$ cat src/hw/ddr_ctrl_pkg.sv
`default_nettype none

package ddr_ctrl_pkg;

    localparam int DATA_WIDTH = 32;
    localparam int STRB_WIDTH = DATA_WIDTH / 8;
    localparam int ADDR_WIDTH = 8;            // 256 words
    localparam int ID_WIDTH   = 4;

    typedef logic [DATA_WIDTH-1:0] data_t;

    // one queued read or write command
    typedef struct packed {
        logic                  is_read;
        logic [ID_WIDTH-1:0]   id;
        logic [ADDR_WIDTH-1:0] addr;
        logic [DATA_WIDTH-1:0] wdata;
        logic [STRB_WIDTH-1:0] wstrb;
    } cmd_t;

    typedef struct packed {
        logic [ID_WIDTH-1:0] id;              // id of an outstanding read
    } rd_tag_t;

endpackage

`default_nettype wire

$ cat src/hw/app_if.sv
`timescale 1ns/10ps
`default_nettype none

interface app_if;

    logic                                  cmd_en;
    logic                                  cmd_read;
    logic [ddr_ctrl_pkg::ADDR_WIDTH-1:0]   addr;
    ddr_ctrl_pkg::data_t                   wr_data;
    logic [ddr_ctrl_pkg::STRB_WIDTH-1:0]   wr_mask;    // 1 keeps the old byte
    logic                                  cmd_ready;
    ddr_ctrl_pkg::data_t                   rd_data;
    logic                                  rd_valid;   // no back-pressure

    modport issuer (
        output cmd_en, cmd_read, addr, wr_data, wr_mask,
        input  cmd_ready
    );

    modport mem (
        input  cmd_en, cmd_read, addr, wr_data, wr_mask,
        output cmd_ready, rd_data, rd_valid
    );

    modport rd_sink (
        input  rd_data, rd_valid
    );

endinterface

`default_nettype wire

$ cat src/hw/cmd_fetch.sv
`timescale 1ns/10ps
`default_nettype none

module cmd_fetch (
    input  wire                   ui_clk,
    input  wire                   resetn,
    input  ddr_ctrl_pkg::cmd_t    q_head,
    input  logic                  q_empty,
    output logic                  q_pop,
    app_if.issuer                 app,
    output logic                  tag_push,
    output ddr_ctrl_pkg::rd_tag_t tag,
    input  logic                  tag_ready
);

    typedef enum logic {
        FETCH_IDLE  = 1'b0,
        FETCH_ISSUE = 1'b1
    } fetch_state_t;

    fetch_state_t state;
    fetch_state_t state_next;
    logic         can_issue;
    logic         accepted;

    // reads also need room for their tag
    assign can_issue = (state == FETCH_ISSUE) & ~q_empty & (~q_head.is_read | tag_ready);
    assign accepted  = can_issue & app.cmd_ready;

    assign app.cmd_en   = can_issue;
    assign app.cmd_read = q_head.is_read;
    assign app.addr     = q_head.addr;
    assign app.wr_data  = q_head.wdata;
    assign app.wr_mask  = ~q_head.wstrb;    // strobe to mask

    assign q_pop    = accepted;
    assign tag_push = accepted & q_head.is_read;
    assign tag.id   = q_head.id;

    always_comb begin
        state_next = state;
        case (state)
            FETCH_IDLE: begin
                if (!q_empty) begin
                    state_next = FETCH_ISSUE;
                end
            end
            FETCH_ISSUE: begin
                if (q_empty) begin
                    state_next = FETCH_IDLE;
                end
            end
            default: state_next = FETCH_IDLE;
        endcase
    end

    always_ff @(posedge ui_clk) begin
        if (!resetn) begin
            state <= FETCH_IDLE;
        end else begin
            state <= state_next;
        end
    end

endmodule

`default_nettype wire

$ cat src/flat_wrapper.sv
// flat-port wrapper written by rule: the top's interface ports become plain ports
module cmd_fetch_flat 
  (ui_clk, resetn, q_head, q_empty, q_pop, tag_push, tag, tag_ready, app_cmd_en, app_cmd_read, app_addr, app_wr_data, app_wr_mask, app_cmd_ready);
  app_if app_i ();
  input  wire ui_clk;
  input  wire resetn;
  input  ddr_ctrl_pkg::cmd_t q_head;
  input  logic q_empty;
  output logic q_pop;
  output logic tag_push;
  output ddr_ctrl_pkg::rd_tag_t tag;
  input  logic tag_ready;
  output wire logic [$bits(app_i.cmd_en)-1:0] app_cmd_en;
  output wire logic [$bits(app_i.cmd_read)-1:0] app_cmd_read;
  output wire logic [$bits(app_i.addr)-1:0] app_addr;
  output wire logic [$bits(app_i.wr_data)-1:0] app_wr_data;
  output wire logic [$bits(app_i.wr_mask)-1:0] app_wr_mask;
  input wire logic [$bits(app_i.cmd_ready)-1:0] app_cmd_ready;
  assign app_cmd_en = app_i.cmd_en;
  assign app_cmd_read = app_i.cmd_read;
  assign app_addr = app_i.addr;
  assign app_wr_data = app_i.wr_data;
  assign app_wr_mask = app_i.wr_mask;
  assign app_i.cmd_ready = app_cmd_ready;
  cmd_fetch u_core (.ui_clk(ui_clk), .resetn(resetn), .q_head(q_head), .q_empty(q_empty), .q_pop(q_pop), .app(app_i), .tag_push(tag_push), .tag(tag), .tag_ready(tag_ready));
endmodule
$ cat config.mk
export PLATFORM = sky130hd
export DESIGN_NAME = cmd_fetch_flat
export DESIGN_NICKNAME = d
export VERILOG_FILES = /design/src/hw/ddr_ctrl_pkg.sv /design/src/hw/app_if.sv /design/src/hw/cmd_fetch.sv /design/src/flat_wrapper.sv
export SDC_FILE = /design/constraint.sdc
export NUM_CORES = 1
export LEC_CHECK = 0
export BUFFER_PORTS_ARGS = -buffer_cell sky130_fd_sc_hd__buf_2
export CAP_MARGIN = 10
export CORE_ASPECT_RATIO = 0.9
export CORE_MARGIN = 10
export CORE_UTILIZATION = 21
export DETAILED_ROUTE_END_ITERATION = 10
export PLACE_DENSITY = 0.79
export RECOVER_POWER = 25
export SLEW_MARGIN = 20
export SYNTH_ARGS = -nofsm -noshare
export SYNTH_HDL_FRONTEND = slang
export SYNTH_SLANG_ARGS = --single-unit
$ cat constraint.sdc
create_clock -name ui_clk -period 0.8 [get_ports ui_clk]
set_input_delay 0.12 -clock ui_clk [delete_from_list [all_inputs] [get_ports ui_clk]]
set_output_delay 0.12 -clock ui_clk [all_outputs]
set_load 0.005 [all_outputs]
Word level (Yosys, flattened, before mapping)

Cells that the tools add are included.

Bits in registers: 1
Input port bits: 54
Output and inout port bits: 52

Multiplexer cells: 1
Bitwise operators: 8

Operator list:

| kind        | count |
|---|---|
| $and 1x1->1 | 4 |
| $not 4->4   | 1 |
| $not 1->1   | 2 |
| $mux 1      | 1 |
| $or 1x1->1  | 1 |

Depth between registers and ports, before layout

Depth in word-level cells: 5
Gate-level depth with buffers: 2
Depth with buffers taken out: 2

Worst setup path after synthesis

OpenSTA, ideal clock, no wires.

Path kind: register to output
Start point: register u_core.state
End point: output port q_pop
Data arrival time: 0.546 ns
Path slack: 0.134 ns
Cell stages (with the launch flop): 3
Buffers on the path: 0
Path through: dfxtp_1 -> nand2b_4 -> a211oi_2

Cells in the longest elaborated chain, start to end: 3

Ends and longest elaborated chain:

| what                      | line              | text |
|---|---|---|
| start: declaration        | cmd_fetch.sv:21   | `fetch_state_t state;` |
| start signal: assignment  | cmd_fetch.sv:61   | `state <= state_next;` |
| $and 1x1->1 (2 in series) | cmd_fetch.sv:27   | `assign can_issue = (state == FETCH_ISSUE) & ~q_empty & (~q_head.is_read \| tag_ready);` |
| $and 1x1->1               | cmd_fetch.sv:28   | `assign accepted = can_issue & app.cmd_ready;` |
| end: declaration          | flat_wrapper.sv:9 | `output logic q_pop;` |

Every way passes these cells.

Final worst setup path

Ends and elaborated chain as after synthesis.

==> summary.txt <==
Status
  • Status: completed

Clock tree
  • Clock Pin Slew Worst Setup and Hold Paths: 0 ps
  • Post-CTS Hold Buffers: 0

Place
  • Detailed Place HPWL: 635.8 um
  • DP Area: 205.2 um2
  • Final GP Congestion: 0.6131
  • Port Buffer Count: 17

Pwr
  • VDD IR-drop max: 0.3008 mV
  • P_leak: 0.0001291 uW
  • PD cells: 562.1 nW/um2

Yosys
  • Most common cell in the netlist: buf_4
  • Ys flop type: dfxtp_1
  • Synth top area cells: buf_4, inv_1, dfxtp_1
  • Yosys reg bits: 1
  • Seq/Total Area, Yosys: 4.692%
  • Synth warnings: 0
  • Ys async rst share: 0%
  • Top-area cell type share of the netlist area: 79.18%
  • EDFF count, synth: 0
  • Synthesized area per cell: 7.356 um2
  • Mapped Area: 426.7 um2
  • Cell taking the most area after synthesis: buf_4
  • Unique cell type count in the Yosys netlist: 9
  • Syn Inst Count: 58
  • Post-synthesis net count: 112
  • Synth cell count leaders: buf_4, inv_1

Timing
  • Relative slew slack: 90.35%
  • Setup violators final: 0
  • Max-slew violations: 0
  • Hold Fails Final Rpt: 0
  • Final Cycle Share: 95.66%
  • Setup_tns: 0 ps
  • Minimum clock period: 765.3 ps
  • Fmax: 1307 MHz
  • RSZ-0062 raised after global routing: yes
  • Slew @ Worst Pin: 144.4 ps

Setup path
  • Crit path DAT: 650 ps
  • Slowest stage delay, CP: 310 ps
  • Worst path bufs/invs: 1
  • CP Cell Sequence: nand2b_4, a211oi_2, buf_2
  • Worst setup SP type: flop
  • Endpoint class of the critical path: output pin
  • Crit Path Max Fanout: 3
  • Slowest cell on crit path: dfxtp_2
  • Crit Path Class: reg2out
  • Data required, critical path: 680 ps
  • Delay-heaviest family, CP: flip-flops

Cells and area
  • Biggest regs: u_core.state (1)
  • N_diodes: 0
  • Register with the most flip-flops: u_core.state
  • Filler cell count in the final layout: 222
  • Max reg flops: 1
  • Layout Nets: 86
  • Layout cells sized above 1: 66.67%
  • Finished Cell Area: 212.7 um2
  • P&R area growth vs syn: -50.15%
  • Final Util: 11.00%

Floorplanning
  • Core Box Area: 1933 um2
  • Starting Density: 22.07%
  • I/O pin count: 106
  • Chip Width: 67.51 um
  • Site Rows: 15
  • Die Height: 62.76 um
  • Die ar.: 4237 um2

Route
  • Drt total wl: 718 um
  • Antenna viol nets, final: 0
  • Vias: 189
  • DR iter-0 viols: 2
  • Via density: 3.436
  • Avg WL per Cell: 13.05 um
  • DRC violations left: 0
  • First-pass DRT Iterations: 2

Min path
  • Hold Crit Class: in2out

Global route
  • GR Util All Layers: 2.955%
  • Grt ovf: 0
  • Vias in the first global route: 223
  • Largest net degree at the start of global routing: 5
  • First-pass GRT wire length: 1.069 mm
  • Initial antenna violation count: 0

Run
  • Max Cap Violations: 0
-- power breakdown --
part / leakage, uW / internal [uW] / switching (uW) / total, uW
combinational: 0.000120 / 38.2 / 25.2 / 63.4
clock: 0 / 0 / 0 / 0
sequential: 0.00000860 / 54.2 / 1.93 / 56.1
-- what timing repair did --
action	CTS	global route
setup buffers	0	0
gates resized for setup	0	2
setup endpoints to repair	0	2
-- area by class of cell --
cell class	count	area, um2	share of cell area, %
timing repair buffer	17	91.34	42.94
multi-input combinational	6	46.29	21.76
tap	25	31.28	14.71
inverter	6	22.52	10.59
sequential	1	21.27	10.00
-- per-layer routing --
layer / GRT usage (%) / vias up / wire, um
li1: - / 71 / -
met1: 1.295 / 63 / 135
met2: 3.756 / 35 / 275
met3: 3.584 / 20 / 209
met4: 5.128 / 0 / 97
met5: 0 / - / 0
-- kinds of logic after synthesis --
family / count (synthesis) / synth area share, %
buffers and inverters: 51 / 84.46
and+or+nand+nor: 4 / 6.743
AOI/OAI and AO/OA: 2 / 4.104
DFF: 1 / 4.692
-- placed cells by master (no fill, tap or decap) --
master / count
a211oi_2: 1
nor2b_1: 1
a21oi_1: 1
buf_2: 16
nand2b_4: 1
buf_6: 1
nand3_1: 1
dfxtp_2: 1
nor2_1: 1
inv_1: 6
-- through the flow --
step | power, uW | setup slack, ps | std cells | hold WS, ps
finish | 119.6 | 34.70 | 55 | 240.0
global route | 128.5 | -3.801 | 55 | 240.0
CTS | 118.0 | 5.493 | 55 | 240.0
detailed placement | 117.9 | 9.431 | 55 | 240.0
global placement | 117.0 | 21.88 | 55 | 240.0
floorplan | 257.7 | 133.9 | 58 | 191.6
-- worst paths after layout --
check | start | to | slack [ps] | cells past startpoint
max | u_core.state | q_pop | 30 | 3
min | q_head[32] | app_wr_data[28] | 240 | 0
(Power assumes the default switching activity.)
