File: config.mk
export PLATFORM = sky130hd
export DESIGN_NAME = rd_resp_merge_flat
export DESIGN_NICKNAME = d
export VERILOG_FILES = /design/src/hw/ddr_ctrl_pkg.sv /design/src/hw/app_if.sv /design/src/hw/sync_fifo.sv /design/src/hw/rd_resp_merge.sv /design/src/flat_wrapper.sv
export SDC_FILE = /design/constraint.sdc
export NUM_CORES = 1
export LEC_CHECK = 0
export BUFFER_PORTS_ARGS = -buffer_cell sky130_fd_sc_hd__buf_2
export CAP_MARGIN = 40
export CORE_MARGIN = 1.5
export CORE_UTILIZATION = 60
export DETAILED_ROUTE_END_ITERATION = 6
export PLACE_DENSITY = 0.79
export SETUP_SLACK_MARGIN = 0.1
export SYNTH_ARGS = -nofsm -noshare
export SYNTH_HDL_FRONTEND = slang
export SYNTH_SLANG_ARGS = --single-unit
File: constraint.sdc
create_clock -name ui_clk -period 5.4 [get_ports ui_clk]
set_clock_uncertainty 0.05 [all_clocks]
set_input_delay 0.27 -clock ui_clk [delete_from_list [all_inputs] [get_ports ui_clk]]
set_output_delay 0.27 -clock ui_clk [all_outputs]
set_load 0.02 [all_outputs]
File: src/hw/ddr_ctrl_pkg.sv
`default_nettype none

package ddr_ctrl_pkg;

    localparam int DATA_WIDTH = 32;
    localparam int STRB_WIDTH = DATA_WIDTH / 8;
    localparam int ADDR_WIDTH = 8;            // 256 words
    localparam int ID_WIDTH   = 4;

    typedef logic [DATA_WIDTH-1:0] data_t;

    // one queued read or write command
    typedef struct packed {
        logic                  is_read;
        logic [ID_WIDTH-1:0]   id;
        logic [ADDR_WIDTH-1:0] addr;
        logic [DATA_WIDTH-1:0] wdata;
        logic [STRB_WIDTH-1:0] wstrb;
    } cmd_t;

    typedef struct packed {
        logic [ID_WIDTH-1:0] id;              // id of an outstanding read
    } rd_tag_t;

endpackage

`default_nettype wire

File: src/hw/app_if.sv
`timescale 1ns/10ps
`default_nettype none

interface app_if;

    logic                                  cmd_en;
    logic                                  cmd_read;
    logic [ddr_ctrl_pkg::ADDR_WIDTH-1:0]   addr;
    ddr_ctrl_pkg::data_t                   wr_data;
    logic [ddr_ctrl_pkg::STRB_WIDTH-1:0]   wr_mask;    // 1 keeps the old byte
    logic                                  cmd_ready;
    ddr_ctrl_pkg::data_t                   rd_data;
    logic                                  rd_valid;   // no back-pressure

    modport issuer (
        output cmd_en, cmd_read, addr, wr_data, wr_mask,
        input  cmd_ready
    );

    modport mem (
        input  cmd_en, cmd_read, addr, wr_data, wr_mask,
        output cmd_ready, rd_data, rd_valid
    );

    modport rd_sink (
        input  rd_data, rd_valid
    );

endinterface

`default_nettype wire

File: src/hw/sync_fifo.sv
`timescale 1ns/10ps
`default_nettype none

module sync_fifo #(
    parameter type item_t = logic,
    parameter int  DEPTH  = 4
) (
    input  wire   ui_clk,
    input  wire   resetn,
    input  logic  push,
    input  item_t din,
    output logic  full,
    input  logic  pop,
    output item_t dout,
    output logic  empty
);

    localparam int PTR_W = (DEPTH > 1) ? $clog2(DEPTH) : 1;
    localparam int CNT_W = $clog2(DEPTH + 1);

    item_t             mem [DEPTH];
    logic [PTR_W-1:0]  wr_ptr;
    logic [PTR_W-1:0]  rd_ptr;
    logic [CNT_W-1:0]  count;
    logic              do_push;
    logic              do_pop;

    assign do_push = push & ~full;
    assign do_pop  = pop & ~empty;
    assign full    = (count == CNT_W'(DEPTH));
    assign empty   = (count == '0);
    assign dout    = mem[rd_ptr];

    always_ff @(posedge ui_clk) begin
        if (!resetn) begin
            wr_ptr <= '0;
            rd_ptr <= '0;
            count  <= '0;
        end else begin
            if (do_push) begin
                wr_ptr <= (wr_ptr == PTR_W'(DEPTH - 1)) ? '0 : wr_ptr + 1'b1;
            end
            if (do_pop) begin
                rd_ptr <= (rd_ptr == PTR_W'(DEPTH - 1)) ? '0 : rd_ptr + 1'b1;
            end
            if (do_push && !do_pop) begin
                count <= count + 1'b1;
            end else if (do_pop && !do_push) begin
                count <= count - 1'b1;
            end
        end
    end

    always_ff @(posedge ui_clk) begin
        if (do_push) begin
            mem[wr_ptr] <= din;
        end
    end

endmodule

`default_nettype wire

File: src/hw/rd_resp_merge.sv
`timescale 1ns/10ps
`default_nettype none

module rd_resp_merge #(
    parameter int TAG_DEPTH = 8
) (
    input  wire                                 ui_clk,
    input  wire                                 resetn,
    input  logic                                tag_push,
    input  ddr_ctrl_pkg::rd_tag_t               tag,
    output logic                                tag_ready,
    app_if.rd_sink                              app,
    output logic                                rsp_valid,
    input  logic                                rsp_ready,
    output logic [ddr_ctrl_pkg::ID_WIDTH-1:0]   rsp_id,
    output ddr_ctrl_pkg::data_t                 rsp_data
);

    typedef enum logic {
        RESP_IDLE = 1'b0,
        RESP_BUSY = 1'b1
    } resp_state_t;

    resp_state_t           state;
    ddr_ctrl_pkg::rd_tag_t tag_head;
    ddr_ctrl_pkg::data_t   data_head;
    logic                  tag_full;
    logic                  tag_empty;
    logic                  data_empty;
    logic                  both_ready;
    logic                  take;

    sync_fifo #(
        .item_t (ddr_ctrl_pkg::rd_tag_t),
        .DEPTH  (TAG_DEPTH)
    ) u_tag_q (
        .ui_clk (ui_clk),
        .resetn (resetn),
        .push   (tag_push),
        .din    (tag),
        .full   (tag_full),
        .pop    (take),
        .dout   (tag_head),
        .empty  (tag_empty)
    );

    // never fills as each word has a tag still held
    sync_fifo #(
        .item_t (ddr_ctrl_pkg::data_t),
        .DEPTH  (TAG_DEPTH)
    ) u_data_q (
        .ui_clk (ui_clk),
        .resetn (resetn),
        .push   (app.rd_valid),
        .din    (app.rd_data),
        .full   (),
        .pop    (take),
        .dout   (data_head),
        .empty  (data_empty)
    );

    assign tag_ready  = ~tag_full;
    assign rsp_valid  = (state == RESP_BUSY);
    assign both_ready = ~tag_empty & ~data_empty;
    assign take       = both_ready & (~rsp_valid | rsp_ready);    // free or draining

    always_ff @(posedge ui_clk) begin
        if (!resetn) begin
            state <= RESP_IDLE;
        end else if (take) begin
            state <= RESP_BUSY;
        end else if (rsp_ready) begin
            state <= RESP_IDLE;
        end
    end

    always_ff @(posedge ui_clk) begin
        if (take) begin
            rsp_id   <= tag_head.id;
            rsp_data <= data_head;
        end
    end

endmodule

`default_nettype wire

File: src/flat_wrapper.sv
// flat-port wrapper written by rule: the top's interface ports become plain ports
module rd_resp_merge_flat 
#(
    parameter int TAG_DEPTH = 8
)
  (ui_clk, resetn, tag_push, tag, tag_ready, rsp_valid, rsp_ready, rsp_id, rsp_data, app_rd_data, app_rd_valid);
  app_if app_i ();
  input  wire ui_clk;
  input  wire resetn;
  input  logic tag_push;
  input  ddr_ctrl_pkg::rd_tag_t tag;
  output logic tag_ready;
  output logic rsp_valid;
  input  logic rsp_ready;
  output logic [ddr_ctrl_pkg::ID_WIDTH-1:0] rsp_id;
  output ddr_ctrl_pkg::data_t rsp_data;
  input wire logic [$bits(app_i.rd_data)-1:0] app_rd_data;
  input wire logic [$bits(app_i.rd_valid)-1:0] app_rd_valid;
  assign app_i.rd_data = app_rd_data;
  assign app_i.rd_valid = app_rd_valid;
  rd_resp_merge #(.TAG_DEPTH(TAG_DEPTH)) u_core (.ui_clk(ui_clk), .resetn(resetn), .tag_push(tag_push), .tag(tag), .tag_ready(tag_ready), .app(app_i), .rsp_valid(rsp_valid), .rsp_ready(rsp_ready), .rsp_id(rsp_id), .rsp_data(rsp_data));
endmodule
# After elaboration in Yosys (flattened, before gate mapping)
# Memory sizes are Yosys's and may differ from the RTL's. A register that Yosys moved wholly into a read port is not among the register bits.
# Cells that the tools add are included.
# Widths: inputs -> output; s select.
# word_totals
reg_bits	21
ramBits	288
input_bits	41
elab_cells	62
mem_count	2
# mem_list
memory	words	width	read_ports	rd_clocked_by_memory_dff	wr	line	rtl
u_core.u_data_q.mem	8	32	1	1	1	sync_fifo.sv:21	item_t mem [DEPTH];
u_core.u_tag_q.mem	8	4	1	1	1	sync_fifo.sv:21	
# classes
addsub	8
n_eq_ne	6
mux	14
bitwise	12
reduce_logical	13
# ops
operator	count
$mux 4	4
$add 3x1->3 const B	4
$eq 3x3->1 const B	4
$mux 3	4
$add 4x1->4 const B	2
$eq 4x4->1 const B	2
$logic_not 4->1	2
$sub 4x1->4 const B	2
$and 1x1->1	6
$mux 1	6
$reduce_bool 2->1	3
$not 1->1	5
$logic_and 1x1->1	4
$logic_not 1->1	4
$or 1x1->1	1

# Logic depth before layout (Yosys ltp)
# depth
word_depth	8
depth_mapped	11

# By module
# Synthesis repeated with hierarchy kept, for this count alone.
# unflattened
hier_cells	610
area_unflattened_um2	13506.7
# by_module_without_submodules
module	instances	cells_each	area_per_inst_um2
sync_fifo at u_core.u_data_q	1	446	10462.5
sync_fifo at u_core.u_tag_q	1	122	1909.3
rd_resp_merge	1	42	1134.8

# Least setup slack after synthesis
# No wires, ideal clock.
# synth_timing
path_type	reg2reg
startpoint	register u_core.u_data_q.count[0]
endpoint	memory u_core.u_data_q.mem[0][0] (netlist bit) (enable)
setup_ns	0.501
t_arrival_ns	3.681
path_slack_ns	1.168
path_stages_with_launch	3
path_buffers	0
period_less_slack_ns	4.232
cell_sequence	dfxtp_1 -> o41ai_4 -> nor4_1
# synth_between
elab_chain_cells	5
# synth_lines
element	line	rtl
start: declaration	sync_fifo.sv:24	logic [CNT_W-1:0] count;
start signal: assignment	sync_fifo.sv:47	count <= count + 1'b1;
start signal: assignment	sync_fifo.sv:49	count <= count - 1'b1;
$eq 4x4->1	sync_fifo.sv:30	assign full = (count == CNT_W'(DEPTH));
$not 1->1	sync_fifo.sv:28	assign do_push = push & ~full;
$and 1x1->1	sync_fifo.sv:28	
$mux 1	sync_fifo.sv:55	if (do_push) begin
$mux 1 (not written as such)	sync_fifo.sv:56	mem[wr_ptr] <= din;
end: declaration	sync_fifo.sv:21	
# No other way between the ends.

# Final worst setup path
# layout_timing
startpoint	register u_core.u_data_q.count[0]
endpoint	register u_core.u_tag_q.count[3]
# layout_between
elab_chain_cells	8
elab_cells_between_ends	10
# layout_lines
element	line	rtl
$logic_not 4->1 (*)	sync_fifo.sv:31	assign empty = (count == '0);
$not 1->1 (*)	rd_resp_merge.sv:64	assign both_ready = ~tag_empty & ~data_empty;
$and 1x1->1 (*)	rd_resp_merge.sv:64	
$and 1x1->1 (*)	rd_resp_merge.sv:65	assign take = both_ready & (~rsp_valid | rsp_ready);
$and 1x1->1 (*)	sync_fifo.sv:29	assign do_pop = pop & ~empty;
$logic_not 1->1	sync_fifo.sv:46	if (do_push && !do_pop) begin
$logic_and 1x1->1	sync_fifo.sv:46	
$mux 4 / $reduce_bool 2->1 (equally long branches)	--	
end signal: assignment	sync_fifo.sv:47	
end signal: assignment	sync_fifo.sv:49	
end: declaration	sync_fifo.sv:24	
# Mark *: on every way between the ends. The rest lies on a longest branch, timed or not.
# A chain may end at the register's enable or synchronous reset.

==> run_results.csv <==
group,metric,value,unit
global_route,grt_max_degree,51,
synthesis,avgSynthCellArea,21.8,um^2
route,routed_via_density,6.03,
hold_path,whs_endpoint,"u_core.u_tag_q.mem[0][0]",
final_layout,area_delta_synth_final,17.0,%
critical_path,r2r_end,"u_core.u_tag_q.count[3]",
critical_path,critPathRequiredTime,5.77,ns
synthesis,synth-adder-area-share,1.63,%
cts,clk_pin_slew,0.06,ns
placed_design,portBuffers,78,
sta,setup_tns,0,ns
critical_path,rr_worst_depth,10,
sta,fmax,0.338,GHz
critical_path,worstSetupEndpointType,"register",
sta,setup_viol,0,
cts,cts_tree,"built",
sta,period_share,54.7,%
final_layout,diodes,0,
cts,cts_buffers,35,
synthesis,seq_area_frac_synth,76.8,%
global_route,grt.total_usage,23.0,%
final_layout,nNetsFinal,799,
synthesis,netlist_instances,605,
sta,maxSlewViolCount,0,
final_layout,drive_above_1_share,34.1,%
sta,finalCriticalPeriod,2.96,ns
critical_path,path_class,"reg -> reg",
route,wire_per_inst,24.0,um
synthesis,synth_mux_area_share,15.8,%
global_route,first_global_vias,6599,
synthesis,ys_seq_elements,345,
synthesis,synth_cell_types,40,
route,drc,0,
synthesis,synth-xor-area-share,0.265,%
synthesis,synth_top_family_by_area,"multiplexers",
synthesis,synth_warnings,0,
cts,insertion_delay,0.51,ns
placed_design,place_hpwl,13400,um
hold_path,holdPathStages,1,
synthesis,yosys.area_share.simple,2.77,%
cts,htreeDepth,2,
synthesis,yosys-top-cells-area,"edfxtp_1 74%, mux4_2 11%, dfxtp_1 3.2%",
job,maxCapViolations,0,
final_layout,fillers,1222,
power,power.total,7630,uW
global_route,antenna_found_initial,0,
route,first_pass_iters,5,
critical_path,worstPathArrival,3.33,ns
cts,post_cts_buffers,0,
floorplanning,dieArea,22900,um^2
route,wl,25200,um
global_route,overflow,0,
route,drtAntennaViolNets,0,
critical_path,regToRegStartpoint,"u_core.u_data_q.count[0]",
hold_path,hp-start,"tag[0]",
sta,rsz0062_at_grt,"false",
sta,hold_violations,0,
cts,cts.sinks,345,
synthesis,synth_top_area_share,73.7,%
route,drtIter0Drc,519,
power,irDropWorstVdd,0.339,mV
cts,clk_path_buf_depth,3,
cts,cts_root_buffer,"clkbuf_16",
synthesis,netlist.top_cell.by_area,"edfxtp_1",
synthesis,netlist_area,13200,um^2
critical_path,reg2reg_slack,2.44,ns
floorplanning,ios,79,
critical_path,critical_path.startpoint,"u_core.u_data_q.count[0]",
sta,worstMarginPinSlew,0.910,ns
floorplanning,die_h,151,um
power,leakagePower,0.00510,uW
floorplanning,fp-row-count,54,
critical_path,critPathMaxFanout,15,
global_route,grt_pass1_wl,37900,um
floorplanning,core_region_area,21700,um^2
floorplanning,start_util,60.9,%
placed_design,gp_congestion,0.758,
cts,ctsResizeCount,0,
sta,slew_headroom,38.8,%
floorplanning,dieWidth,151,um
synthesis,synth_compound_area_share,1.19,%
synthesis,syn-num-nets,662,
critical_path,startpoint_type,"register",
power,power.density,494,nW/um^2
outcome,status,"complete, no violations",
hold_path,hold_class,"in -> reg",
route,vias,6318,
cts,hold_buffers,34,
==> layout by cell type, fill, tap and decap left out, types with 3 or more instances in the layout <==
cell type / instances
edfxtp_1: 324
buf_2: 78
mux4_2: 67
mux2_2: 36
clkbuf_16: 36
dlygate4sd3_1: 34
nand2_1: 23
dfxtp_1: 18
ha_1: 14
buf_4: 10
clkbuf_1: 9
nor2_1: 8
o21ai_0: 7
nand3_1: 7
inv_1: 5
mux4_1: 5
nand2b_1: 5
a21boi_1: 5
clkinv_2: 5
nor3_1: 4
nor3_2: 4
xnor2_1: 4
and2_1: 4
mux2i_1: 4
nor2b_1: 3
nor4_1: 3
nor2_4: 3
inv_6: 3
clkinv_1: 3
clkbuf_8: 3
==> worst max-delay path, cell delays in order, from the launching register on <==
cell      delay [ns]
dfxtp_1         0.49
nor4_1          0.17
nor3_4          0.61
inv_1           0.10
ha_1            0.22
inv_1           0.15
ha_1            0.30
a21oi_1         0.21
a211oi_1        0.12
a31oi_1         0.24
mux2i_1         0.24
==> per-layer routing <==
metal / vias up / GRT usage [%] / wire length, um
met2: 195 / 40.4 / 13300
met1: 3320 / 30.0 / 10100
li1: 2773 / - / -
met3: 30 / 3.95 / 1380
met4: 0 / 6.12 / 409
met5: - / 0 / 0
==> report_power, final <==
group	leakage (uW)	switching, uW	total, uW	internal, uW
clock	0.000549	956	2330	1370
combinational	0.00142	921	1780	856
sequential	0.00313	216	3530	3310
==> logic make-up after synthesis <==
kind of cell	Yosys count
AO/OA/AOI/OAI	22
flip-flops	345
XOR/XNOR	4
multiplexers	112
buffers and inverters	33
AND/OR/NAND/NOR	73
adder cells (fa/ha/maj)	16
==> cell usage after synthesis (all sizes together) <==
| library cell | n |
|---|---|
| nand2b | 5 |
| nand2 | 24 |
| or3 | 2 |
| nor2 | 11 |
| nand3b | 2 |
| buf | 12 |
| mux2 | 36 |
| ha | 14 |
| o21a | 1 |
| a211oi | 2 |
| nor4 | 4 |
| mux2i | 4 |
| dfxtp | 21 |
| or4b | 1 |
| clkbuf | 13 |
| inv | 7 |
| a31oi | 2 |
| xnor2 | 4 |
| o41ai | 1 |
| a21oi | 2 |
| dlymetal6s2s | 1 |
| o21ai | 8 |
| fa | 2 |
| a21boi | 6 |
| and2 | 4 |
| nor2b | 3 |
| nand3 | 7 |
| edfxtp | 324 |
| mux4 | 72 |
| nand4b | 1 |
| nor3 | 9 |
==> per-stage QoR <==
stage / cell area (um^2) / util, % / setup slack (ns) / cells / hold WS [ns]
global placement: 13900 / 64.2 / 2.26 / 947 / 0.412
detailed placement: 14000 / 64.5 / 2.54 / 951 / 0.470
finish: 15500 / 71.3 / 2.44 / 1048 / 0.0111
global route: 15500 / 71.3 / 2.24 / 1048 / 0.00368
CTS: 15500 / 71.3 / 2.43 / 1048 / 0.00110
floorplan: 13200 / - / 1.17 / 605 / 0.319
==> worst max-delay path by stage <==
stage,slack (ns),endpoint,cells past startpoint
floorplan,1.17,u_core.u_data_q.mem[0][0],2
global placement,2.26,u_core.u_data_q.count[3],10
detailed placement,2.54,u_core.u_tag_q.count[3],10
CTS,2.43,u_core.u_tag_q.count[3],10
global route,2.24,u_core.u_tag_q.count[3],10
finish,2.44,u_core.u_tag_q.count[3],10
==> registers in the layout, summed over array words and instances (netlist names) <==
signal                  flops
u_core.u_tag_q.count        4
u_core.rsp_id               4
u_core.u_tag_q.mem         32
u_core.u_data_q.count       4
u_core.u_data_q.mem       256
u_core.rsp_data            32
u_core.u_tag_q.wr_ptr       3
u_core.u_data_q.wr_ptr      3
u_core.u_data_q.rd_ptr      3
u_core.u_tag_q.rd_ptr       3
u_core.rsp_valid            1
==> final cells by class <==
cell class                 count  area, um^2  share of cell area, %
timing repair buffer         126         888                   5.75
inverter                       7        26.3                  0.170
sequential                   345       10200                   65.7
multi-input combinational    227        2910                   18.8
tap                          280         350                   2.27
clock buffer                  48         976                   6.31
clock inverter                15         146                  0.947
(Power assumes the default switching activity.)
