===== src/hw/sync_fifo.sv =====
`timescale 1ns/10ps
`default_nettype none

module sync_fifo #(
    parameter type item_t = logic,
    parameter int  DEPTH  = 4
) (
    input  wire   ui_clk,
    input  wire   resetn,
    input  logic  push,
    input  item_t din,
    output logic  full,
    input  logic  pop,
    output item_t dout,
    output logic  empty
);

    localparam int PTR_W = (DEPTH > 1) ? $clog2(DEPTH) : 1;
    localparam int CNT_W = $clog2(DEPTH + 1);

    item_t             mem [DEPTH];
    logic [PTR_W-1:0]  wr_ptr;
    logic [PTR_W-1:0]  rd_ptr;
    logic [CNT_W-1:0]  count;
    logic              do_push;
    logic              do_pop;

    assign do_push = push & ~full;
    assign do_pop  = pop & ~empty;
    assign full    = (count == CNT_W'(DEPTH));
    assign empty   = (count == '0);
    assign dout    = mem[rd_ptr];

    always_ff @(posedge ui_clk) begin
        if (!resetn) begin
            wr_ptr <= '0;
            rd_ptr <= '0;
            count  <= '0;
        end else begin
            if (do_push) begin
                wr_ptr <= (wr_ptr == PTR_W'(DEPTH - 1)) ? '0 : wr_ptr + 1'b1;
            end
            if (do_pop) begin
                rd_ptr <= (rd_ptr == PTR_W'(DEPTH - 1)) ? '0 : rd_ptr + 1'b1;
            end
            if (do_push && !do_pop) begin
                count <= count + 1'b1;
            end else if (do_pop && !do_push) begin
                count <= count - 1'b1;
            end
        end
    end

    always_ff @(posedge ui_clk) begin
        if (do_push) begin
            mem[wr_ptr] <= din;
        end
    end

endmodule

`default_nettype wire


===== config.mk =====
export PLATFORM = sky130hd
export DESIGN_NAME = sync_fifo
export DESIGN_NICKNAME = d
export VERILOG_FILES = /design/src/hw/sync_fifo.sv
export SDC_FILE = /design/constraint.sdc
export NUM_CORES = 1
export LEC_CHECK = 0
export BUFFER_PORTS_ARGS = -buffer_cell sky130_fd_sc_hd__buf_2
export CAP_MARGIN = 20
export CORE_AREA = 2 2 39 41
export DETAILED_ROUTE_END_ITERATION = 8
export DIE_AREA = 0 0 41 43
export PLACE_DENSITY = 0.67
export SLEW_MARGIN = 20
export SYNTH_ARGS = -nofsm -noshare
export SYNTH_HDL_FRONTEND = slang
export SYNTH_SLANG_ARGS = --single-unit

===== constraint.sdc =====
create_clock -name ui_clk -period 2.5 [get_ports ui_clk]
set_input_delay 0.25 -clock ui_clk [delete_from_list [all_inputs] [get_ports ui_clk]]
set_output_delay 0.25 -clock ui_clk [all_outputs]
set_load 0.02 [all_outputs]

=== After elaboration in Yosys (flattened, before gate mapping) ===
Memories as Yosys holds them, arrays and structs flattened. A register that Yosys moved wholly into a read port is not among the register bits.
Index checks and enable logic that the tools add are counted.

* Register bits: 7
* RAM bits: 4
* Input port bits: 5
* Output and inout port bits: 3
* Logic and storage cells: 29
* Memories: 1

* Add/subtract/negate cells: 4
* Eq/ne operators: 3
* Multiplexer cells: 8
* Bitwise gates (word level): 4
* Reduce and logical (&&, ||, !) cells: 6

{| class="wikitable"
|+ Memories
! memory !! words !! bits a word !! read ports !! clocked after memory_dff !! wr ports !! RTL line !! text
|-
| mem || 4 || 1 || 1 || 1 || 1 || 21 || <nowiki>item_t mem [DEPTH];</nowiki>
|}

{| class="wikitable"
|+ Operators with widths
! kind !! count
|-
| 2-to-1 mux 2 bit || 4
|-
| 2-to-1 mux 3 bit || 2
|-
| adder 2 x 1 -> 2 bit, second input constant || 2
|-
| == test 2 bit, second input constant || 2
|-
| adder 3 x 1 -> 3 bit, second input constant || 1
|-
| == test 3 bit, second input constant || 1
|-
| logical NOT 3 bit || 1
|-
| subtractor 3 x 1 -> 3 bit, second input constant || 1
|-
| bitwise AND 1 bit || 2
|-
| logical AND 1 bit || 2
|-
| logical NOT 1 bit || 2
|-
| 2-to-1 mux 1 bit || 2
|-
| inverter 1 bit || 2
|-
| nonzero test 2 bit || 1
|}

=== Depth between registers and ports, before layout ===
Gate-level depths: netlist of run 1.

* Word-level depth: 7
* Mapped depth: 9
* Depth with buffers taken out: 8

=== Worst setup path before layout of run 1 ===
OpenSTA, ideal clock, no wires.

* Path type: reg-to-reg
* From: reg count[0]
* To: reg count[2]
* Setup time: 0.070 ns
* Arrival: 1.979 ns
* Required time: 2.430 ns
* Slack: 0.451 ns
* Stages on the path, launching flop included: 10
* Buffers on the path: 1
* Clock period less this slack: 2.049 ns
* Cells stage by stage: dfxtp_1 nor3b_2 nor2b_1 buf_2 ha_1 inv_1 fa_1 xor2_1 or3_1 a21boi_1

* Word-level cells in the longest chain between the ends: 6
* Elaborated cells between the ends (all ways): 15
* Classes of those cells: add/sub (2); eq/ne (1); mux (2); bitwise (4); reduce/logical (6)

{| class="wikitable"
|+ Ends and longest elaborated chain
! item !! RTL line !! text
|-
| from (decl) || 24 || <nowiki>logic [CNT_W-1:0] count;</nowiki>
|-
| from (signal assigned) || 47 || <nowiki>count <= count + 1'b1;</nowiki>
|-
| from (signal assigned) || 49 || <nowiki>count <= count - 1'b1;</nowiki>
|-
| == test 3 bit * || 30 || <nowiki>assign full = (count == CNT_W'(DEPTH));</nowiki>
|-
| via full || 12 || <nowiki>output logic full,</nowiki>
|-
| inverter 1 bit * || 28 || <nowiki>assign do_push = push & ~full;</nowiki>
|-
| bitwise AND 1 bit * || 28 ||
|-
| via do_push || 25 || <nowiki>logic do_push;</nowiki>
|-
| logical NOT 1 bit || 48 || <nowiki>end else if (do_pop && !do_push) begin</nowiki>
|-
| logical AND 1 bit || 48 ||
|-
| nonzero test 2 bit (no line) || -- ||
|}

The timed path passes the listed nets; every way through them passes the cells marked *. The select of a mux whose other input is x is not followed.
A chain may end at the register's enable or synchronous reset.

=== Worst setup path in the final report of run 1 ===
* From: reg count[0]
* To: reg count[2]

* Word-level cells in the longest chain between the ends: 6
* Elaborated cells between the ends (all ways): 15
* Classes of those cells: add/sub (2); eq/ne (1); mux (2); bitwise (4); reduce/logical (6)

{| class="wikitable"
|+ Ends and longest elaborated chain
! item
|-
| parallel branches: the longest is 6 deep, another holds subtractor 3 x 1 -> 3 bit
|}

Parallel ways; which one is timed is not known. The select of a mux whose other input is x is not followed.

==> results of run 1 <==
## worst register-to-register path: stages, from the launching register on
cell      delay (ns)
dfxtp_1         0.38
o31ai_2         0.40
ha_1            0.25
inv_1           0.06
fa_1            0.38
xor2_1          0.16
or3_1           0.31
a21boi_1        0.13
## cell type report
cell class              count  area (um2)
flip-flops and latches     13         300
repair buffers              8        42.5
clock buffers               4        26.3
fillers                   131         676
inverters                   3        11.3
multi-input cells          38         308
well taps                  16        20.0
## layer usage
layer	vias to the layer above	global-route usage	routed length, um
met4	0	0.0800	0
li1	210	-	-
met2	7	0.147	360
met5	-	0	0
met3	0	0.0628	38
met1	166	0.128	389
## synthesized netlist by cell type
cell | instances | area (um2)
dfxtp_1 | 9 | 180
mux2i_1 | 3 | 30.0
nor2_1 | 2 | 7.51
nand2_1 | 6 | 22.5
nor3b_2 | 1 | 12.5
o31ai_2 | 1 | 12.5
edfxtp_1 | 4 | 120
fa_1 | 1 | 20.0
or3_1 | 1 | 6.26
a21boi_1 | 1 | 7.51
xnor2_1 | 1 | 8.76
nor2b_1 | 2 | 12.5
ha_1 | 6 | 75.1
and2_1 | 5 | 31.3
xor2_1 | 1 | 8.76
inv_1 | 3 | 11.3
nor3_1 | 1 | 5.00
o21ai_0 | 3 | 15.0
buf_2 | 1 | 5.00
mux4_2 | 1 | 22.5
nand3_1 | 2 | 10.0
clkbuf_1 | 1 | 3.75
## logic make-up (layout without fill, tap and decap cells)
kind of cell,after synthesis,in the layout,share of synthesized area
xor+xnor,2,2,0.0279
simple gates,20,20,0.171
flops,13,13,0.478
mux,4,4,0.0837
compound gates,5,5,0.0558
fa+ha+maj,7,7,0.151
buf+inv,5,15,0.0319
## power by group
group	total, uW	switching, uW	internal (uW)	leakage, uW
registers	315	46.7	268	0.000111
logic	245	123	122	0.000178
clock network	131	68.7	61.9	0.0000150
total	691	239	452	0.000304
## worst max-delay path by stage
stage / slack, ns / depth (start not counted) / to
after CTS: 0.36 / 7 / count[2]
after detailed placement: 0.40 / 7 / count[2]
after global placement: 0.45 / 7 / count[2]
after floorplan: 0.45 / 9 / count[2]
after global routing: 0.27 / 7 / count[2]
final: 0.37 / 7 / count[2]
## stage by stage
stage / worst slack [ns] / util / total power (uW) / instances / hold slack (ns)
floorplan: 0.451 / - / 509 / 56 / 0.349
global placement: 0.448 / 0.493 / 567 / 78 / 0.468
detailed placement: 0.395 / 0.493 / 566 / 78 / 0.470
CTS: 0.357 / 0.512 / 703 / 82 / 0.173
global route: 0.272 / 0.512 / 745 / 82 / 0.187
finish: 0.372 / 0.512 / 691 / 82 / 0.181
==> impl_metrics.env, run 1 <==
export IMPL_status="complete, no violations"
export IMPL_via_count=383
export IMPL_crit_buf_inv=1
export IMPL_cp_start_kind="flop"
export IMPL_crit_fanout=5
export IMPL_period_minus_slack_ns=2.13
export IMPL_cp_slowest_cell="o31ai_2"
export IMPL_ant_nets=0
export IMPL_die_h_um=43
export IMPL_final_cell_area_um2=708
export IMPL_worstMarginPinSlew_ns=0.354
export IMPL_clkLatencyLatePin_ns=0.27
export IMPL_num_rows=14
export IMPL_min_to="mem[3]"
export IMPL_holdPathStages=1
export IMPL_rr_worst_depth=7
export IMPL_r2r_slack_ns=0.37
export IMPL_layout_drive_gt1_share=0.212
export IMPL_ir_drop_v=0.000469
export IMPL_grt_pass1_wl_um=1250
export IMPL_critPathKind="reg2reg"
export IMPL_die_w_um=41
export IMPL_grt_usage=0.111
export IMPL_netlist_area_um2=628
export IMPL_drt_initial_drc_count=3
export IMPL_rsz0062_at_grt="false"
export IMPL_arrival_ns=2.34
export IMPL_htree_num_levels=1
export IMPL_finalNetCount=79
export IMPL_clock_sinks=13
export IMPL_avgSynthCellArea_um2=11.2
export IMPL_gp_congestion=0.696
export IMPL_final_common_cell="dfxtp_1"
export IMPL_cp_end_kind="flop"
export IMPL_synth_distinct_cells=22
export IMPL_maxCapViolations=0
export IMPL_crit_required_ns=2.71
export IMPL_worst_hold_startpoint="din"
export IMPL_wl_um=788
export IMPL_clock_fmax_mhz=470
export IMPL_ys_ff_latch=13
export IMPL_wl_per_cell_um=9.61
export IMPL_area_growth_pct=12.7
export IMPL_startpoint="count[0]"
export IMPL_dpl_cell_area_um2=682
export IMPL_first_pass_iters=4
export IMPL_grt_pass1_vias=326
export IMPL_start_util=0.454
export IMPL_tns_ns=0
export IMPL_powerDensity_nw_per_um2=976
export IMPL_clockBufferDepth=2
export IMPL_yosys_warnings=0
export IMPL_dieArea_um2=1760
export IMPL_cts_hold_buf=0
export IMPL_grt_overflow=0
export IMPL_final_max_slew_viol_count=0
export IMPL_syn_instance_count=56
export IMPL_grt_max_degree=12
export IMPL_viasPerCell=4.67
export IMPL_leakagePower_uw=0.000304
export IMPL_io_buffer_count=7
export IMPL_period_share=0.851
export IMPL_syn_nets=68
export IMPL_layout_common_cells="9 x dfxtp_1, 7 x buf_2, 6 x nand2_1, 6 x ha_1, 5 x and2_1"
export IMPL_hold_violations=0
export IMPL_ys_seq_area_frac=0.478
export IMPL_setup_violations=0
export IMPL_drc=0
export IMPL_numCtsBuffers=3
export IMPL_skew_ns=0.00278
export IMPL_slew_headroom=0.763
export IMPL_min_path_type="in2reg"
export IMPL_r2r_end="count[2]"
export IMPL_crit_family="adder cells"
export IMPL_antenna_found_initial=0
export IMPL_post_cts_setup_buffer_count=0
export IMPL_slowest_delay_ns=0.40
export IMPL_boundaryPins=8
export IMPL_core_area_um2=1380
export IMPL_insertedDiodeCount=0
export IMPL_reg2reg_from="count[0]"
export IMPL_cts_tree="yes"
export IMPL_clockRootBuffer="clkbuf_4"
export IMPL_post_cts_resized=0
export IMPL_clkTransAtPathRegs_ns=0.08
export IMPL_crit_chain="o31ai_2, ha_1, inv_1, fa_1, xor2_1, or3_1, a21boi_1"
(Power assumes the default switching activity.)
==> run 2, diff against run 1 <==
--- a/config.mk
+++ b/config.mk
@@ -5,11 +5,13 @@
 export SDC_FILE = /design/constraint.sdc
 export NUM_CORES = 1
 export LEC_CHECK = 0
+export ABC_CLOCK_PERIOD_IN_PS = 2500
 export BUFFER_PORTS_ARGS = -buffer_cell sky130_fd_sc_hd__buf_2
 export CAP_MARGIN = 20
 export CORE_AREA = 2 2 39 41
 export DETAILED_ROUTE_END_ITERATION = 8
 export DIE_AREA = 0 0 41 43
+export GPL_TIMING_DRIVEN = 0
 export PLACE_DENSITY = 0.67
 export SLEW_MARGIN = 20
 export SYNTH_ARGS = -nofsm -noshare
==> run 2 against run 1 <==
Effect of this change:
- first-iteration DRC count shrank 33%
- cell count grew 1.2%
- clock skew shrank 0.0015 ns
- power shrank 0.17%
- register-to-register slack lost 0.02 ns
- cell area grew 0.18%
- critical path type unchanged
- critical endpoint unchanged
- largest cell class unchanged
==> impl_metrics.env, run 2 (synthesis results as in run 1) <==
export IMPL_register_area_um2=300
export IMPL_place_inst=79
export IMPL_ir_drop_v=0.000606
export IMPL_crit_chain="o31ai_2, ha_1, inv_1, fa_1, xor2_1, or3_1, a21boi_1"
export IMPL_gp_congestion=0.728
export IMPL_rsz0062_at_grt="false"
export IMPL_final_max_slew_viol_count=0
export IMPL_power_frac_seq=0.459
export IMPL_netSwitchingFraction=0.347
export IMPL_via_count=403
export IMPL_final_util=0.513
export IMPL_start_util=0.454
export IMPL_layout_common_cells="9 x dfxtp_1, 8 x buf_2, 6 x nand2_1, 6 x ha_1, 5 x and2_1"
export IMPL_hpwlAfterDp_um=672
export IMPL_crit_family="adder cells"
export IMPL_total_power_uw=690
export IMPL_slew_headroom=0.737
export IMPL_num_rows=14
export IMPL_grt_usage=0.141
export IMPL_numCtsBuffers=3
export IMPL_wl_per_cell_um=10.6
export IMPL_period_minus_slack_ns=2.15
export IMPL_insertedDiodeCount=0
export IMPL_grt_overflow=0
export IMPL_clock_sinks=13
export IMPL_core_area_um2=1380
export IMPL_fillCellCount=131
export IMPL_place_ws_ns=0.329
export IMPL_final_common_cell="dfxtp_1"
export IMPL_p_sw_uw=239
export IMPL_drt_initial_drc_count=2
export IMPL_crit_required_ns=2.71
export IMPL_viasPerCell=4.86
export IMPL_setup_violations=0
export IMPL_cp_start_kind="flop"
export IMPL_area_growth_pct=12.9
export IMPL_first_pass_iters=2
export IMPL_leakagePower_uw=0.000304
export IMPL_clkTransAtPathRegs_ns=0.07
export IMPL_min_path_type="in2reg"
export IMPL_status="complete, no violations"
export IMPL_layout_drive_gt1_share=0.209
export IMPL_cp_end_kind="flop"
export IMPL_io_buffer_count=7
export IMPL_critPathKind="reg2reg"
export IMPL_skew_ns=0.00129
export IMPL_cts_hold_buf=0
export IMPL_clkLatencyLatePin_ns=0.27
export IMPL_htree_num_levels=1
export IMPL_cts_tree="yes"
export IMPL_crit_buf_inv=1
export IMPL_tns_ns=0
export IMPL_drc=0
export IMPL_powerDensity_nw_per_um2=972
export IMPL_grt_pass1_wl_um=1520
export IMPL_crit_fanout=5
export IMPL_slowest_delay_ns=0.42
export IMPL_grt_pass1_vias=402
export IMPL_pwr_share_clk=0.183
export IMPL_comb_power_share=0.358
export IMPL_clock_fmax_mhz=465
export IMPL_antenna_found_initial=0
export IMPL_wl_um=882
export IMPL_postLayoutSetupSlackWorst_ns=0.349
export IMPL_grt_max_degree=11
export IMPL_finalNetCount=80
export IMPL_clockRootBuffer="clkbuf_4"
export IMPL_clockBufferDepth=2
export IMPL_dieArea_um2=1760
export IMPL_maxCapViolations=0
export IMPL_worstMarginPinSlew_ns=0.394
export IMPL_period_share=0.861
export IMPL_die_w_um=41
export IMPL_arrival_ns=2.36
export IMPL_ant_nets=0
export IMPL_cp_slowest_cell="o31ai_2"
export IMPL_boundaryPins=8
export IMPL_intPower_uw=450
export IMPL_final_cells=83
export IMPL_die_h_um=43
export IMPL_hold_violations=0
export IMPL_post_cts_setup_buffer_count=0
export IMPL_post_cts_resized=0
export IMPL_multiInputGateArea_um2=308
[run 2: cell types whose count changed in the layout (fill, tap and decap cells not counted), sizes merged]
| cell | change |
|---|---|
| clkbuf | +1 |
[run 2: per-stage QoR]
| stage | area, um2 | hold WS, ns |
|---|---|---|
| after global routing | 709 | 0.161 |
| after floorplan | 628 | 0.349 |
| after detailed placement | 683 | 0.470 |
| final | 709 | 0.190 |
| after global placement | 683 | 0.468 |
| after CTS | 709 | 0.170 |
[run 2: routing by layer]
layer  share of wire  up-vias  GRT usage
met4               0        0      0.100
li1                -      211          -
met5               0        -          0
met3           0.028        0     0.0942
met1            0.44      187      0.130
met2            0.53        5      0.209
[run 2: power groups by stage]
| stage | combinational [uW] | sequential, uW | clock [uW] |
|---|---|---|---|
| after global routing | 282 | 325 | 149 |
| final | 247 | 316 | 126 |
| after detailed placement | 248 | 322 | 0 |
| after floorplan | 197 | 313 | 0 |
| after global placement | 241 | 321 | 0 |
| after CTS | 250 | 318 | 138 |
[run 2: final timing paths]
path | from | endpoint | slack (ns) | depth (start not counted)
max | count[0] | count[2] | 0.35 | 7
min | din | mem[0] | 0.19 | 1
max reg2reg | count[0] | count[2] | 0.35 | 7
min reg2reg | wr_ptr[1] | wr_ptr[1] | 0.50 | 2
[run 2: area by class of cell]
class                      count  area share
clock buffer                   4      0.0370
sequential                    13       0.423
tap                           16      0.0282
timing repair buffer           7      0.0494
buffer                         2      0.0123
inverter                       3      0.0159
multi-input combinational     38       0.434
[run 2: worst reg2reg max path, cell delays in order (launching register included)]
cell and delay [ns]:
dfxtp_1 0.38, o31ai_2 0.42, ha_1 0.26, inv_1 0.06
fa_1 0.38, xor2_1 0.16, or3_1 0.30, a21boi_1 0.13
==> run 3, diff against run 2 <==
--- a/config.mk
+++ b/config.mk
@@ -12,7 +12,7 @@
 export DETAILED_ROUTE_END_ITERATION = 8
 export DIE_AREA = 0 0 41 43
 export GPL_TIMING_DRIVEN = 0
-export PLACE_DENSITY = 0.67
+export PLACE_DENSITY = 0.72
 export SLEW_MARGIN = 20
 export SYNTH_ARGS = -nofsm -noshare
 export SYNTH_HDL_FRONTEND = slang
==> run 3 against run 2 <==
Effect of this change:
- maximum frequency decreased by 1.6%
- critical endpoint unchanged
- cell count did not move
- sequential power about the same
- clock skew barely moved
- worst hold slack improved by 0.014 ns
- routed wire length up 1.6%
- sequential share of layout area stayed put
- critical path type unchanged
==> impl_metrics.env, run 3 (synthesis results as in run 1) <==
export IMPL_status="complete, no violations"
export IMPL_multiInputGateArea_um2=308
export IMPL_layout_common_cells="9 x dfxtp_1, 8 x buf_2, 6 x nand2_1, 6 x ha_1, 5 x and2_1"
export IMPL_crit_fanout=5
export IMPL_powerDensity_nw_per_um2=968
export IMPL_clkTransAtPathRegs_ns=0.07
export IMPL_cp_start_kind="flop"
export IMPL_skew_ns=0.000808
export IMPL_rsz0062_at_grt="false"
export IMPL_final_max_slew_viol_count=0
export IMPL_period_share=0.874
export IMPL_clockBufferDepth=2
export IMPL_start_util=0.454
export IMPL_maxUsedRoutingLayer="met4"
export IMPL_holdWs_ns=0.205
export IMPL_wl_met1_um=386
export IMPL_num_rows=14
export IMPL_final_cell_area_um2=709
export IMPL_final_util=0.513
export IMPL_register_area_um2=300
export IMPL_place_inst=79
export IMPL_via_count=400
export IMPL_drc=0
export IMPL_io_buffer_count=7
export IMPL_drt_initial_drc_count=11
export IMPL_die_h_um=43
export IMPL_wl_um=896
export IMPL_clock_sinks=13
export IMPL_post_cts_setup_buffer_count=0
export IMPL_dieArea_um2=1760
export IMPL_leakagePower_uw=0.000304
export IMPL_dr_wl_met3_um=17
export IMPL_final_cells=83
export IMPL_grt_usage=0.127
export IMPL_routed_wl_met2_um=474
export IMPL_critPathKind="reg2reg"
export IMPL_grt_pass1_wl_um=1410
export IMPL_htree_num_levels=1
export IMPL_final_common_cell="dfxtp_1"
export IMPL_area_growth_pct=12.9
export IMPL_hold_violations=0
export IMPL_hpwlAfterDp_um=697
export IMPL_finalNetCount=80
export IMPL_arrival_ns=2.39
export IMPL_die_w_um=41
export IMPL_tns_ns=0
export IMPL_cts_tree="yes"
export IMPL_setup_violations=0
export IMPL_ant_nets=0
export IMPL_cts_hold_buf=0
export IMPL_period_minus_slack_ns=2.19
export IMPL_numCtsBuffers=3
export IMPL_clockRootBuffer="clkbuf_4"
export IMPL_post_cts_resized=0
export IMPL_dpl_cell_area_um2=683
export IMPL_antenna_found_initial=0
export IMPL_worstMarginPinSlew_ns=0.403
export IMPL_grt_pass1_vias=370
export IMPL_wl_per_cell_um=10.8
export IMPL_slew_headroom=0.730
export IMPL_gp_congestion=0.695
export IMPL_fillCellCount=137
export IMPL_grt_max_degree=11
export IMPL_first_pass_iters=4
export IMPL_crit_required_ns=2.70
export IMPL_clock_fmax_mhz=457
export IMPL_core_area_um2=1380
export IMPL_grt_overflow=0
export IMPL_layout_drive_gt1_share=0.209
export IMPL_boundaryPins=8
export IMPL_maxCapViolations=0
export IMPL_viasPerCell=4.82
export IMPL_ir_drop_v=0.000341
export IMPL_insertedDiodeCount=0
export IMPL_clkLatencyLatePin_ns=0.26
export IMPL_cp_end_kind="flop"
export IMPL_min_path_type="in2reg"
-- run 3: final timing paths --
| kind | startpoint | to | slack [ns] | cells past startpoint |
|---|---|---|---|---|
| setup / recovery | count[0] | count[2] | 0.31 | 7 |
| hold reg to reg | wr_ptr[1] | wr_ptr[1] | 0.50 | 2 |
| hold / removal | din | mem[3] | 0.20 | 1 |
| setup reg to reg | count[0] | count[2] | 0.31 | 7 |
-- run 3: critical path, cell delays in order, from the launching register on --
cell      delay, ns
dfxtp_1        0.39
o31ai_2        0.44
ha_1           0.26
inv_1          0.06
fa_1           0.37
xor2_1         0.16
or3_1          0.31
a21boi_1       0.14
-- run 3: layer usage --
metal  track usage  up-vias
met5             0        -
met4         0.120        0
met3        0.0314        2
met2         0.194        4
met1         0.129      182
li1              -      212
-- run 3: cell type report --
cell class                 instances  area share
multi-input combinational         38       0.434
tap                               16      0.0282
timing repair buffer               7      0.0494
buffer                             2      0.0123
inverter                           3      0.0159
clock buffer                       4      0.0370
sequential                        13       0.423
-- run 3: power by group --
part	total, uW	switching [uW]	leakage (uW)	internal [uW]
logic	247	127	0.000178	120
clock network	122	60.5	0.0000150	61.7
registers	317	48.3	0.000111	269
-- run 3: per-stage QoR --
| stage | setup slack (ns) | total power [uW] |
|---|---|---|
| 3_5_place_dp | 0.279 | 571 |
| 2_1_floorplan | 0.451 | 509 |
| 3_3_place_gp | 0.387 | 562 |
| 4_1_cts | 0.261 | 701 |
| 6_report | 0.314 | 686 |
| 5_1_grt | 0.170 | 745 |
